<file path="src/cnn_pkg.sv">
`default_nettype none

package cnn_pkg;

    // Register word addresses
    localparam logic [2:0] REG_CTRL        = 3'd0;
    localparam logic [2:0] REG_PIXEL       = 3'd1;
    localparam logic [2:0] REG_STATUS      = 3'd2;
    localparam logic [2:0] REG_FRAME_COUNT = 3'd3;
    localparam logic [2:0] REG_ERROR_CODE  = 3'd4;
    localparam logic [2:0] REG_RESULT      = 3'd5;

    // CTRL bit positions
    localparam int CTRL_CNN_START   = 0;
    localparam int CTRL_CNN_RESET   = 1;
    localparam int CTRL_PIXEL_VALID = 2;
    localparam int CTRL_FRAME_START = 3;
    localparam int CTRL_FRAME_LAST  = 4; // Tags the pixel of the same write as last

    localparam logic [31:0] ERROR_NONE           = 32'd0;
    localparam logic [31:0] ERROR_CNN_TIMEOUT    = 32'd1;
    localparam logic [31:0] ERROR_INVALID_START  = 32'd2;
    localparam logic [31:0] ERROR_PIXEL_OVERFLOW = 32'd3;

    // Tap arithmetic width, 4 * 255 still fits
    localparam int TAP_W = 10;

    localparam logic [TAP_W-1:0] KERNEL_W0   = 10'd1;
    localparam logic [TAP_W-1:0] KERNEL_W1   = 10'd2;
    localparam logic [TAP_W-1:0] KERNEL_W2   = 10'd1;
    localparam logic [TAP_W-1:0] KERNEL_BIAS = 10'd256;

    localparam int TIMEOUT_CYCLES = 64; // Stall limit while busy
    localparam int TIMEOUT_W      = $clog2(TIMEOUT_CYCLES + 1);

    localparam int PIXEL_FIFO_DEPTH  = 4;
    localparam int RESULT_FIFO_DEPTH = 2;

    typedef struct packed {
        logic        valid;
        logic        write;
        logic [2:0]  addr;
        logic [31:0] wdata;
    } reg_req_t;

    typedef struct packed {
        logic        valid;
        logic [31:0] rdata;
    } reg_rsp_t;

    typedef struct packed {
        logic [7:0] data;
        logic       last;
    } pixel_beat_t;

    // Packs into one 32-bit register word
    typedef struct packed {
        logic [23:0] sum;     // Accumulated ReLU outputs
        logic [7:0]  windows; // Windows computed this frame
    } cnn_result_t;

    typedef struct packed {
        logic busy;
    } core_status_t;

endpackage

`default_nettype wire
</file>
<file path="src/cnn_accel_top.sv">
`default_nettype none

module cnn_accel_top import cnn_pkg::*; (
    input  logic     clk,
    input  logic     rst_n,
    input  reg_req_t req,
    output reg_rsp_t rsp
);

    logic [31:0]  ctrl_word;
    logic [31:0]  pixel_word;
    logic [31:0]  frame_count;
    logic [31:0]  error_code;
    cnn_result_t  last_result;
    logic         result_seen;

    logic         pix_in_valid;
    logic         pix_in_ready;
    pixel_beat_t  pix_in_beat;
    logic         pix_out_valid;
    logic         pix_out_ready;
    pixel_beat_t  pix_out_beat;

    logic         res_in_valid;
    logic         res_in_ready;
    cnn_result_t  res_in_data;
    logic         res_out_valid;
    cnn_result_t  res_out_data;

    logic         core_start;
    logic         core_clear;
    core_status_t core_stat;

    cnn_reg_bank u_bank (
        .clk, .rst_n, .req, .rsp,
        .ctrl_word, .pixel_word,
        .core_busy   (core_stat.busy),
        .fifo_full   (!pix_in_ready),
        .frame_count, .error_code, .last_result, .result_seen
    );

    cnn_control u_control (
        .clk, .rst_n, .ctrl_word, .pixel_word,
        .pix_valid   (pix_in_valid),
        .pix_ready   (pix_in_ready),
        .pix_beat    (pix_in_beat),
        .res_valid   (res_out_valid),
        .res_data    (res_out_data),
        .core_start, .core_clear, .core_stat,
        .frame_count, .error_code, .last_result, .result_seen
    );

    stream_fifo #(.payload_t(pixel_beat_t), .DEPTH(PIXEL_FIFO_DEPTH)) u_pix_fifo (
        .clk, .rst_n,
        .in_valid  (pix_in_valid),  .in_ready  (pix_in_ready),  .in_data  (pix_in_beat),
        .out_valid (pix_out_valid), .out_ready (pix_out_ready), .out_data (pix_out_beat)
    );

    cnn_conv_core u_core (
        .clk, .rst_n,
        .start      (core_start),
        .clear      (core_clear),
        .in_valid   (pix_out_valid), .in_ready  (pix_out_ready), .in_beat    (pix_out_beat),
        .out_valid  (res_in_valid),  .out_ready (res_in_ready),  .out_result (res_in_data),
        .status     (core_stat)
    );

    // Control drains every result as it arrives
    stream_fifo #(.payload_t(cnn_result_t), .DEPTH(RESULT_FIFO_DEPTH)) u_res_fifo (
        .clk, .rst_n,
        .in_valid  (res_in_valid),  .in_ready  (res_in_ready), .in_data  (res_in_data),
        .out_valid (res_out_valid), .out_ready (1'b1),         .out_data (res_out_data)
    );

endmodule

`default_nettype wire

</file>
<file path="src/cnn_conv_core.sv">
`default_nettype none

module cnn_conv_core import cnn_pkg::*; (
    input  logic         clk,
    input  logic         rst_n,
    input  logic         start,
    input  logic         clear,
    input  logic         in_valid,
    output logic         in_ready,
    input  pixel_beat_t  in_beat,
    output logic         out_valid,
    input  logic         out_ready,
    output cnn_result_t  out_result,
    output core_status_t status
);

    logic             busy;
    logic             hold;    // Result offered, waiting for the FIFO
    logic [1:0]       fill;    // Pixels seen this frame, saturates at 2
    logic [7:0]       tap_d1;  // x[n-1]
    logic [7:0]       tap_d2;  // x[n-2]
    logic [23:0]      sum;
    logic [7:0]       windows;
    logic [TAP_W-1:0] tap_sum;
    logic [TAP_W-1:0] relu;
    logic             take;
    logic             win_full;

    assign in_ready = busy && !hold;
    assign take     = in_valid && in_ready;
    assign win_full = (fill == 2'd2);

    always_comb begin
        tap_sum = KERNEL_W0 * TAP_W'(tap_d2)
                + KERNEL_W1 * TAP_W'(tap_d1)
                + KERNEL_W2 * TAP_W'(in_beat.data);
        relu = (tap_sum > KERNEL_BIAS) ? tap_sum - KERNEL_BIAS : '0;
    end

    always_ff @(posedge clk or negedge rst_n) begin
        if (!rst_n) begin
            busy    <= 1'b0;
            hold    <= 1'b0;
            fill    <= '0;
            sum     <= '0;
            windows <= '0;
        end else if (clear) begin
            busy    <= 1'b0;
            hold    <= 1'b0;
            fill    <= '0;
            sum     <= '0;
            windows <= '0;
        end else if (start) begin
            busy    <= 1'b1;
            hold    <= 1'b0;
            fill    <= '0;
            sum     <= '0;
            windows <= '0;
        end else begin
            if (take) begin
                if (!win_full) begin
                    fill <= fill + 1'b1;
                end else begin
                    sum     <= sum + 24'(relu);
                    windows <= windows + 1'b1;
                end
                if (in_beat.last) hold <= 1'b1; // Sum above already includes this beat
            end
            if (hold && out_ready) begin
                hold <= 1'b0;
                busy <= 1'b0;
            end
        end
    end

    // Shift register for the two previous taps
    always_ff @(posedge clk) begin
        if (take) begin
            tap_d2 <= tap_d1;
            tap_d1 <= in_beat.data;
        end
    end

    assign out_valid  = hold;
    assign out_result = '{sum: sum, windows: windows};
    assign status     = '{busy: busy};

endmodule

`default_nettype wire

</file>
<file path="src/cnn_control.sv">
`default_nettype none

module cnn_control import cnn_pkg::*; (
    input  logic         clk,
    input  logic         rst_n,
    input  logic [31:0]  ctrl_word,
    input  logic [31:0]  pixel_word,
    output logic         pix_valid,
    input  logic         pix_ready,
    output pixel_beat_t  pix_beat,
    input  logic         res_valid,
    input  cnn_result_t  res_data,
    output logic         core_start,
    output logic         core_clear,
    input  core_status_t core_stat,
    output logic [31:0]  frame_count,
    output logic [31:0]  error_code,
    output cnn_result_t  last_result,
    output logic         result_seen
);

    logic start_d, reset_d, pixel_d, fstart_d;
    logic start_pulse, reset_pulse, pixel_pulse, fstart_pulse;
    logic [TIMEOUT_W-1:0] stall_cnt;
    logic timeout_hit;

    always_ff @(posedge clk or negedge rst_n) begin
        if (!rst_n) begin
            start_d  <= 1'b0;
            reset_d  <= 1'b0;
            pixel_d  <= 1'b0;
            fstart_d <= 1'b0;
        end else begin
            start_d  <= ctrl_word[CTRL_CNN_START];
            reset_d  <= ctrl_word[CTRL_CNN_RESET];
            pixel_d  <= ctrl_word[CTRL_PIXEL_VALID];
            fstart_d <= ctrl_word[CTRL_FRAME_START];
        end
    end

    // Rising edges, one cycle wide
    assign start_pulse  = ctrl_word[CTRL_CNN_START] && !start_d;
    assign reset_pulse  = ctrl_word[CTRL_CNN_RESET] && !reset_d;
    assign pixel_pulse  = ctrl_word[CTRL_PIXEL_VALID] && !pixel_d;
    assign fstart_pulse = ctrl_word[CTRL_FRAME_START] && !fstart_d;

    assign pix_valid = pixel_pulse;
    assign pix_beat  = '{data: pixel_word[7:0], last: ctrl_word[CTRL_FRAME_LAST]};

    assign timeout_hit = core_stat.busy && (stall_cnt == TIMEOUT_W'(TIMEOUT_CYCLES));

    // Start already resets the window, so frame start alongside it needs no clear
    assign core_start = start_pulse && !core_stat.busy && !reset_pulse;
    assign core_clear = reset_pulse || timeout_hit || (fstart_pulse && !start_pulse);

    always_ff @(posedge clk or negedge rst_n) begin
        if (!rst_n) begin
            stall_cnt   <= '0;
            frame_count <= '0;
            error_code  <= ERROR_NONE;
            result_seen <= 1'b0;
        end else begin
            if (!core_stat.busy || pix_valid || timeout_hit) stall_cnt <= '0;
            else                                             stall_cnt <= stall_cnt + 1'b1;

            if (res_valid) frame_count <= frame_count + 1'b1;
            result_seen <= res_valid;

            // Later checks take priority, reset last
            if (pixel_pulse && !pix_ready)    error_code <= ERROR_PIXEL_OVERFLOW;
            if (start_pulse && core_stat.busy) error_code <= ERROR_INVALID_START;
            if (timeout_hit)                   error_code <= ERROR_CNN_TIMEOUT;
            if (reset_pulse)                   error_code <= ERROR_NONE;
        end
    end

    always_ff @(posedge clk) begin
        if (res_valid) last_result <= res_data;
    end

    // Core goes busy after every start it is given
    a_start_busy: assert property (@(posedge clk) disable iff (!rst_n)
        core_start |=> core_stat.busy);

endmodule

`default_nettype wire

</file>
<file path="src/cnn_reg_bank.sv">
`default_nettype none

module cnn_reg_bank import cnn_pkg::*; (
    input  logic        clk,
    input  logic        rst_n,
    input  reg_req_t    req,
    output reg_rsp_t    rsp,
    output logic [31:0] ctrl_word,
    output logic [31:0] pixel_word,
    input  logic        core_busy,
    input  logic        fifo_full,
    input  logic [31:0] frame_count,
    input  logic [31:0] error_code,
    input  cnn_result_t last_result,
    input  logic        result_seen
);

    logic        result_flag; // Sticky until REG_RESULT is read
    logic        rd_req;
    logic        wr_req;
    logic [31:0] rd_mux;

    assign rd_req = req.valid && !req.write;
    assign wr_req = req.valid && req.write;

    always_comb begin
        case (req.addr)
            REG_CTRL:        rd_mux = ctrl_word;
            REG_PIXEL:       rd_mux = pixel_word;
            REG_STATUS:      rd_mux = {29'd0, fifo_full, result_flag, core_busy};
            REG_FRAME_COUNT: rd_mux = frame_count;
            REG_ERROR_CODE:  rd_mux = error_code;
            REG_RESULT:      rd_mux = last_result;
            default:         rd_mux = '0;
        endcase
    end

    always_ff @(posedge clk or negedge rst_n) begin
        if (!rst_n) begin
            ctrl_word   <= '0;
            pixel_word  <= '0;
            result_flag <= 1'b0;
            rsp         <= '0;
        end else begin
            if (wr_req) begin
                case (req.addr)
                    REG_CTRL:  ctrl_word  <= req.wdata;
                    REG_PIXEL: pixel_word <= req.wdata;
                    default:   ; // Read-only or unmapped
                endcase
            end

            // A new result wins over a read in the same cycle
            if (result_seen) begin
                result_flag <= 1'b1;
            end else if (rd_req && req.addr == REG_RESULT) begin
                result_flag <= 1'b0;
            end

            rsp.valid <= rd_req;
            if (rd_req) rsp.rdata <= rd_mux;
        end
    end

endmodule

`default_nettype wire

</file>
<file path="src/stream_fifo.sv">
`default_nettype none

module stream_fifo #(
    parameter type payload_t = logic [7:0],
    parameter int  DEPTH     = 4
) (
    input  logic     clk,
    input  logic     rst_n,
    input  logic     in_valid,
    output logic     in_ready,
    input  payload_t in_data,
    output logic     out_valid,
    input  logic     out_ready,
    output payload_t out_data
);

    localparam int AW = $clog2(DEPTH);
    localparam int CW = $clog2(DEPTH + 1);

    payload_t        mem [DEPTH];
    logic [AW-1:0]   wr_ptr;
    logic [AW-1:0]   rd_ptr;
    logic [CW-1:0]   count;
    logic            push;
    logic            pop;

    assign in_ready  = (count != CW'(DEPTH));
    assign out_valid = (count != '0);
    assign out_data  = mem[rd_ptr];
    assign push      = in_valid && in_ready;
    assign pop       = out_valid && out_ready;

    always_ff @(posedge clk or negedge rst_n) begin
        if (!rst_n) begin
            wr_ptr <= '0;
            rd_ptr <= '0;
            count  <= '0;
        end else begin
            if (push) wr_ptr <= (wr_ptr == AW'(DEPTH - 1)) ? '0 : wr_ptr + 1'b1;
            if (pop)  rd_ptr <= (rd_ptr == AW'(DEPTH - 1)) ? '0 : rd_ptr + 1'b1;
            case ({push, pop})
                2'b10:   count <= count + 1'b1;
                2'b01:   count <= count - 1'b1;
                default: count <= count;
            endcase
        end
    end

    always_ff @(posedge clk) begin
        if (push) mem[wr_ptr] <= in_data;
    end

    // Write pointer never laps the unread head
    a_no_push_full: assert property (@(posedge clk) disable iff (!rst_n)
        push |-> ((count == '0) || (wr_ptr != rd_ptr)));

    // Head entry must hold while the consumer stalls
    a_out_stable: assert property (@(posedge clk) disable iff (!rst_n)
        out_valid && !out_ready |=> out_valid && $stable(out_data));

endmodule

`default_nettype wire

</file>
<file path="config.mk">
export PLATFORM = sky130hd
export DESIGN_NAME = cnn_accel_top
export DESIGN_NICKNAME = d
export VERILOG_FILES = /design/src/cnn_pkg.sv /design/src/cnn_accel_top.sv /design/src/cnn_conv_core.sv /design/src/cnn_control.sv /design/src/cnn_reg_bank.sv /design/src/stream_fifo.sv
export SDC_FILE = /design/constraint.sdc
export NUM_CORES = 1
export LEC_CHECK = 0
export CAP_MARGIN = 40
export CORE_MARGIN = 4
export CORE_UTILIZATION = 45
export DETAILED_ROUTE_END_ITERATION = 7
export DONT_BUFFER_PORTS = 1
export PLACE_DENSITY = 0.57
export SETUP_SLACK_MARGIN = 0.4
export SLEW_MARGIN = 20
export SYNTH_ARGS = -nofsm -noshare
export SYNTH_HDL_FRONTEND = slang
export SYNTH_HIERARCHICAL = 1
export SYNTH_SLANG_ARGS = --single-unit
export TNS_END_PERCENT = 30
</file>
<file path="constraint.sdc">
create_clock -name clk -period 10.95 [get_ports clk]
set_input_delay 1.6425 -clock clk [delete_from_list [all_inputs] [get_ports clk]]
set_output_delay 1.6425 -clock clk [all_outputs]
set_load 0.05 [all_outputs]
</file>
==> impl_metrics.ini, run 1 <==
[setup_path]
worstSetupStartpoint = u_pix_fifo/rd_ptr[0]$_DFFE_PN0P_
crit_path_end_kind = flip-flop
reg2reg_slack_ps = 5370
r2r_end = u_core/sum[18]$_DFFE_PN0P_
reg2reg_from = u_pix_fifo/rd_ptr[0]$_DFFE_PN0P_
crit_arrival_ps = 5940
start_kind = flip-flop
path_max_fanout = 12
crit_type = flip-flop to flip-flop
cp_data_required_time_ps = 11300
worst-r2r-cell-count = 21

[pwr]
power_leakage_nw = 6.78
cellPowerDensity_mw_per_mm2 = 276
ir_drop_v = 0.000145

[timing]
whs_ps = 431
hold_violations = 0
rsz0062_at_grt = no
clock_skew_ps = 24.6
final.period_utilization_pct = 51.0
finalSetupViolations = 0
period_minus_slack_ps = 5580
max_slew_margin_pct = 47.2
clock.fmax_mhz = 179
timing.setup.tns_ps = 0
tightest_slew_ps = 792
slew_violations = 0

[synth]
synth.avg_cell_area_sq_um = 13.5
synth.yosys.warnings = 6
async_flop_share_pct = 56.3
ys_top_cells_by_area = dfrtp_1, edfxtp_1, mux2_2
syn_inst = 1151
synth_top_cell_by_area = dfrtp_1
ys_seq_elements = 339
ys.flop_type = dfrtp_1
yosysTopAreaCellShare_pct = 30.7
synth_edf_count = 148
ys_seq_area_share_pct = 59.2
synth_cell_types = 75
synth_area_sq_mm = 0.0156

[hold_path]
hp-start = u_bank/ctrl_word[3]$_DFFE_PN0P_
hp-class = flip-flop to flip-flop
hold_path_end = u_control/fstart_d$_DFF_PN0_
min_path_cells = 0

[floorplan]
die_x_um = 194
die_h_um = 194
dieArea_sq_mm = 0.0377
start_util_pct = 46.0
io_pins = 72
core_area_sq_mm = 0.0339
row_count = 67

[placement]
hpwl_mm = 21.7
placed_cells = 1552
gp_congestion = 0.808
port_buffers = 0
dpl-instance-area_sq_mm = 0.0158

[drt]
drt-pass1-iter-count = 7
vias = 8765
drt_iter0_drc = 570
wl_mm = 32.7
routed_via_density = 5.40
post-route-drc-count = 0
wl_per_cell_um = 20.1
ant_nets = 0

[global_routing]
antenna_found_initial = 0
grt_use_total_pct = 17.4
first_global_vias = 8899
grt_overflow = 0
grt_max_degree = 192
grt_pass1_wl_mm = 52.3

[cells_and_area]
fin_nets = 1225
n_fill_cell = 2870
fin_area_sq_mm = 0.0171
final_cell_mix = dfrtp_1, edfxtp_1, mux2_2
finalNonFillerCells = 1622
synthToLayoutAreaGrowth_pct = 9.47
layout_commonest_cell = dfrtp_1
multi_input_area_sq_mm = 0.00577
drive_gt1_share_pct = 21.6
seq_area_sq_mm = 0.00923

[clock_tree]
clk_path_buf_depth = 3
htreeDepth = 2
clkTransAtPathRegs_ps = 60
clk_latency_ps = 510
cts.sinks = 339
ctsRootBufferMaster = clkbuf_16
postCtsSetupRepairBufs = 0
cts_hold_buf = 0
cts_inserted_buffers = 38
cts_tree = yes
cts_resized = 0

[run_status]
outcome = finished clean

[run]
drv_cap = 0
power breakdown:
group          total, mW  switching (mW)  internal (mW)
registers           1.91           0.261           1.65
logic               1.52           0.848          0.668
clock network       1.28           0.496          0.781
total               4.70            1.61           3.09
kinds of logic after synthesis:
| family | Yosys count | synth area share (%) |
|---|---|---|
| mux | 173 | 13.2 |
| fa+ha+maj | 41 | 3.78 |
| flops | 339 | 59.2 |
| other cells | 2 | 0.0482 |
| xor+xnor | 71 | 3.99 |
| buf+inv | 121 | 4.51 |
| simple gates | 254 | 8.56 |
| compound gates | 150 | 6.72 |
worst max-delay path, cell delays in order, from the launching register on:
cell and delay (ps):
dfrtp_1 760, mux4_2 590, inv_1 90, fa_1 380, inv_1 70, ha_1 150
inv_1 60, fa_1 390, nor2b_1 190, o31a_1 180, xnor2_1 150, nor4b_1 260
a31o_2 240, a21boi_0 90, ha_1 250, fa_1 400, a21oi_1 210, o21ai_0 200
a211o_1 400, nand4_1 140, xor2_1 150, nor2_1 60
per-layer routing:
metal  vias up  track usage, %  share of wire, %
li1       4146               -                 -
met1      4391            25.1                48
met2       175            26.7                44
met3        53            3.75               5.3
met4         0            4.79               2.4
met5         -               0                 0
worst max path at each step:
stage / depth (start not counted) / end
2_1_floorplan: 22 / u_core/sum[8]$_DFFE_PN0P_
3_3_place_gp: 21 / u_core/sum[12]$_DFFE_PN0P_
3_5_place_dp: 21 / u_core/sum[18]$_DFFE_PN0P_
4_1_cts: 20 / u_core/sum[23]$_DFFE_PN0P_
5_1_grt: 21 / u_core/sum[18]$_DFFE_PN0P_
6_report: 21 / u_core/sum[18]$_DFFE_PN0P_
sequential cells by signal, indices dropped and copies added, names as in the netlist, 24 cells and up:
name	flops
u_bank/ctrl_word	32
u_bank/pixel_word	32
u_bank/rsp	33
u_control/frame_count	32
u_control/last_result	32
u_core/sum	24
u_pix_fifo/mem	36
u_res_fifo/mem	64
area by class of cell:
type                            instances  share of cell area [%]
Sequential cell                       339                    54.1
Inverter                               33                   0.726
Tap cell                              448                    3.29
Clock buffer                           50                    6.02
Timing Repair Buffer                   13                   0.697
Multi-Input combinational cell        720                    33.8
Clock inverter                         18                    1.34
Antenna cell                            1                  0.0147
cell usage after synthesis (4+ instances only):
cell      instances
clkbuf_1         12
a21oi_1          40
mux2_2          141
buf_6            10
xor2_1           41
nand2_1          62
ha_1             31
dfrtp_1         191
nand2b_1          9
o21ai_0          29
nor2_1           68
nor2b_1           8
buf_4            39
and2_1            5
mux2i_1          14
mux4_2           10
buf_1             5
nor4_1            7
or4_1             5
a222oi_1         20
o31ai_1           4
and3_2            4
inv_1            32
a21boi_0          5
nand3_1          25
edfxtp_1        148
mux2_1            6
fa_1             10
nor3_1            9
and3_1            8
nand4_1          13
xnor2_1          30
a31oi_1           5
a21o_1            6
buf_2            22
o221ai_1          8
a22o_1           13
through the flow:
step / utilization (%) / worst slack [ps] / total power [mW]
2_1_floorplan: - / 5980 / 3.09
3_3_place_gp: 46.4 / 5460 / 3.42
3_5_place_dp: 46.6 / 5340 / 3.44
4_1_cts: 50.3 / 5320 / 4.74
5_1_grt: 50.3 / 4870 / 4.99
6_report: 50.3 / 5370 / 4.70
Note: power is estimated with default switching activity, not from simulation.
==> inputs of run 2 (changes only) <==
==> constraint.sdc (replaced) <==
create_clock -name clk -period 5.41 [get_ports clk]
set_input_delay 0.8115 -clock clk [delete_from_list [all_inputs] [get_ports clk]]
set_output_delay 0.8115 -clock clk [all_outputs]
set_load 0.05 [all_outputs]
==> run 2 against run 1 <==
Net effect:
- sequential power grew 100%
- via count grew 2.6%
- final area grew 2.2%
- maximum frequency grew 16%
- count of clock-buffer cells in the layout grew 11
- routed wire length grew 3.0%
- worst hold slack lost 290 ps
- sequential share of layout area shrank 1.2 points
- cell count grew 1.4%
- highest routed layer unchanged
==> impl_metrics.ini, run 2 (synthesized netlist as in run 1, its figures left out) <==
[cells_and_area]
top_regs = u_res_fifo/mem x64, u_pix_fifo/mem x36, u_bank/rsp x33
drive_gt1_share_pct = 24.7
synthToLayoutAreaGrowth_pct = 11.9
largest_register_ff_count = 64
top_register = u_res_fifo/mem
fin_area_sq_mm = 0.0174
n_fill_cell = 2885
final_cell_mix = dfrtp_1, edfxtp_1, mux2_2
diodes = 0
layout_commonest_cell = dfrtp_1
finalNonFillerCells = 1644
fin_nets = 1246

[setup_path]
crit_cells = 18
crit_type = flip-flop to flip-flop
path_buf_inv = 2
path_max_fanout = 5
critPathSlowestCell = fa_1
crit_arrival_ps = 5220
cp_cell_sequence = buf_4 -> mux4_2 -> fa_1 -> ha_4 -> nor2b_2 -> o31a_1 -> xnor2_2 -> nor4b_4 -> a31o_4 -> a21oi_1 -> ha_1 -> a21o_1 -> a21oi_1 -> o21ai_4 -> buf_4 -> a31oi_1 -> xnor2_1 -> a22o_1
cpPeakStageDelay_ps = 600
cp_data_required_time_ps = 5820
worst-r2r-cell-count = 18
start_kind = flip-flop
crit_path_end_kind = flip-flop
cp_top_family = compound AO/OA/AOI/OAI gates

[timing]
max_slew_margin_pct = 46.7
setup_slack_ps = 601
hold_violations = 0
rsz0062_at_grt = no
slew_violations = 0
final.period_utilization_pct = 88.9
clock.fmax_mhz = 208
clock_skew_ps = 19.3
tightest_slew_ps = 799
period_minus_slack_ps = 4810
timing.setup.tns_ps = 0
finalSetupViolations = 0

[floorplan]
dieArea_sq_mm = 0.0377
start_util_pct = 46.0
io_pins = 72
die_x_um = 194
core_area_sq_mm = 0.0339
die_h_um = 194
row_count = 67

[run_status]
outcome = finished clean

[pwr]
p_total_mw = 10.2
cellPowerDensity_mw_per_mm2 = 587
power_leakage_nw = 6.92
ir_drop_v = 0.000372

[clock_tree]
cts.sinks = 339
htreeDepth = 2
clk_path_buf_depth = 3
clk_latency_ps = 520
ctsRootBufferMaster = clkbuf_16
clkTransAtPathRegs_ps = 60
cts_inserted_buffers = 38
cts_tree = yes

[drt]
vias = 8995
ant_nets = 0
wl_mm = 33.7
wl_per_cell_um = 20.5
drt_iter0_drc = 576
post-route-drc-count = 0
drt-pass1-iter-count = 5
routed_via_density = 5.47

[global_routing]
grt_pass1_wl_mm = 52.8
grt_max_degree = 192
first_global_vias = 9063
grt_use_total_pct = 17.5
antenna_found_initial = 1
grt_overflow = 0

[placement]
dpl-instance-area_sq_mm = 0.0158
gp_congestion = 0.825
hpwl_mm = 21.8
place_ws_ps = 187
placed_cells = 1557
port_buffers = 0

[run]
drv_cap = 0

[hold_path]
hp-class = primary input to asynchronous set/reset pin
-- run 2: worst paths after layout --
| path | start | end | slack [ps] |
|---|---|---|---|
| min in group clk | u_bank/ctrl_word[0]$_DFFE_PN0P_ | u_control/start_d$_DFF_PN0_ | 420 |
| setup reg to reg | u_pix_fifo/rd_ptr[0]$_DFFE_PN0P_ | u_core/sum[7]$_DFFE_PN0P_ | 600 |
| hold reg to reg | u_bank/ctrl_word[0]$_DFFE_PN0P_ | u_control/start_d$_DFF_PN0_ | 420 |
| max in group asynchronous | rst_n | u_pix_fifo/rd_ptr[0]$_DFFE_PN0P_ | 4820 |
| hold / removal | rst_n | u_pix_fifo/rd_ptr[1]$_DFFE_PN0P_ | 140 |
| setup / recovery | u_pix_fifo/rd_ptr[0]$_DFFE_PN0P_ | u_core/sum[7]$_DFFE_PN0P_ | 600 |
-- run 2: through the flow --
stage / utilization, % / hold WS, ps
2_1_floorplan: - / 379
3_3_place_gp: 46.6 / 412
3_5_place_dp: 46.7 / 410
4_1_cts: 50.6 / -47.1
5_1_grt: 51.5 / 111
6_report: 51.5 / 136
-- run 2: final cells by class --
type | count | area [sq um] | share of cell area [%]
flip-flops and latches | 339 | 9230 | 52.9
multi-input cells | 720 | 5920 | 34.0
clock buffers | 61 | 1170 | 6.72
well taps | 448 | 561 | 3.22
repair buffers | 34 | 325 | 1.87
inverters | 33 | 124 | 0.711
clock inverters | 9 | 97.6 | 0.560
-- run 2: routing by layer --
metal  part of all wire (%)  track usage [%]
met3                    5.5             3.25
met2                     46             27.4
met1                     47             25.6
met4                    1.5             4.11
met5                      0                0
-- run 2: what timing repair did --
item	in CTS	in global routing
pin swaps	1	17
endpoints found under the hold margin	191	90
setup endpoints to repair	12	16
setup buffers	0	13
resized for setup	9	27
-- run 2: worst register-to-register path, cell delays in order, from the launching register on --
cell and delay (ps):
dfrtp_2 400, buf_4 160, mux4_2 540, fa_1 600
ha_4 230, nor2b_2 160, o31a_1 350, xnor2_2 180
nor4b_4 230, a31o_4 220, a21oi_1 90, ha_1 370
a21o_1 200, a21oi_1 230, o21ai_4 100, buf_4 150
a31oi_1 210, xnor2_1 100, a22o_1 200
-- run 2: power by group --
part	total [mW]	internal, mW	switching [mW]
sequential	3.83	3.33	0.498
clock	2.58	1.58	1.00
combinational	3.82	1.77	2.05
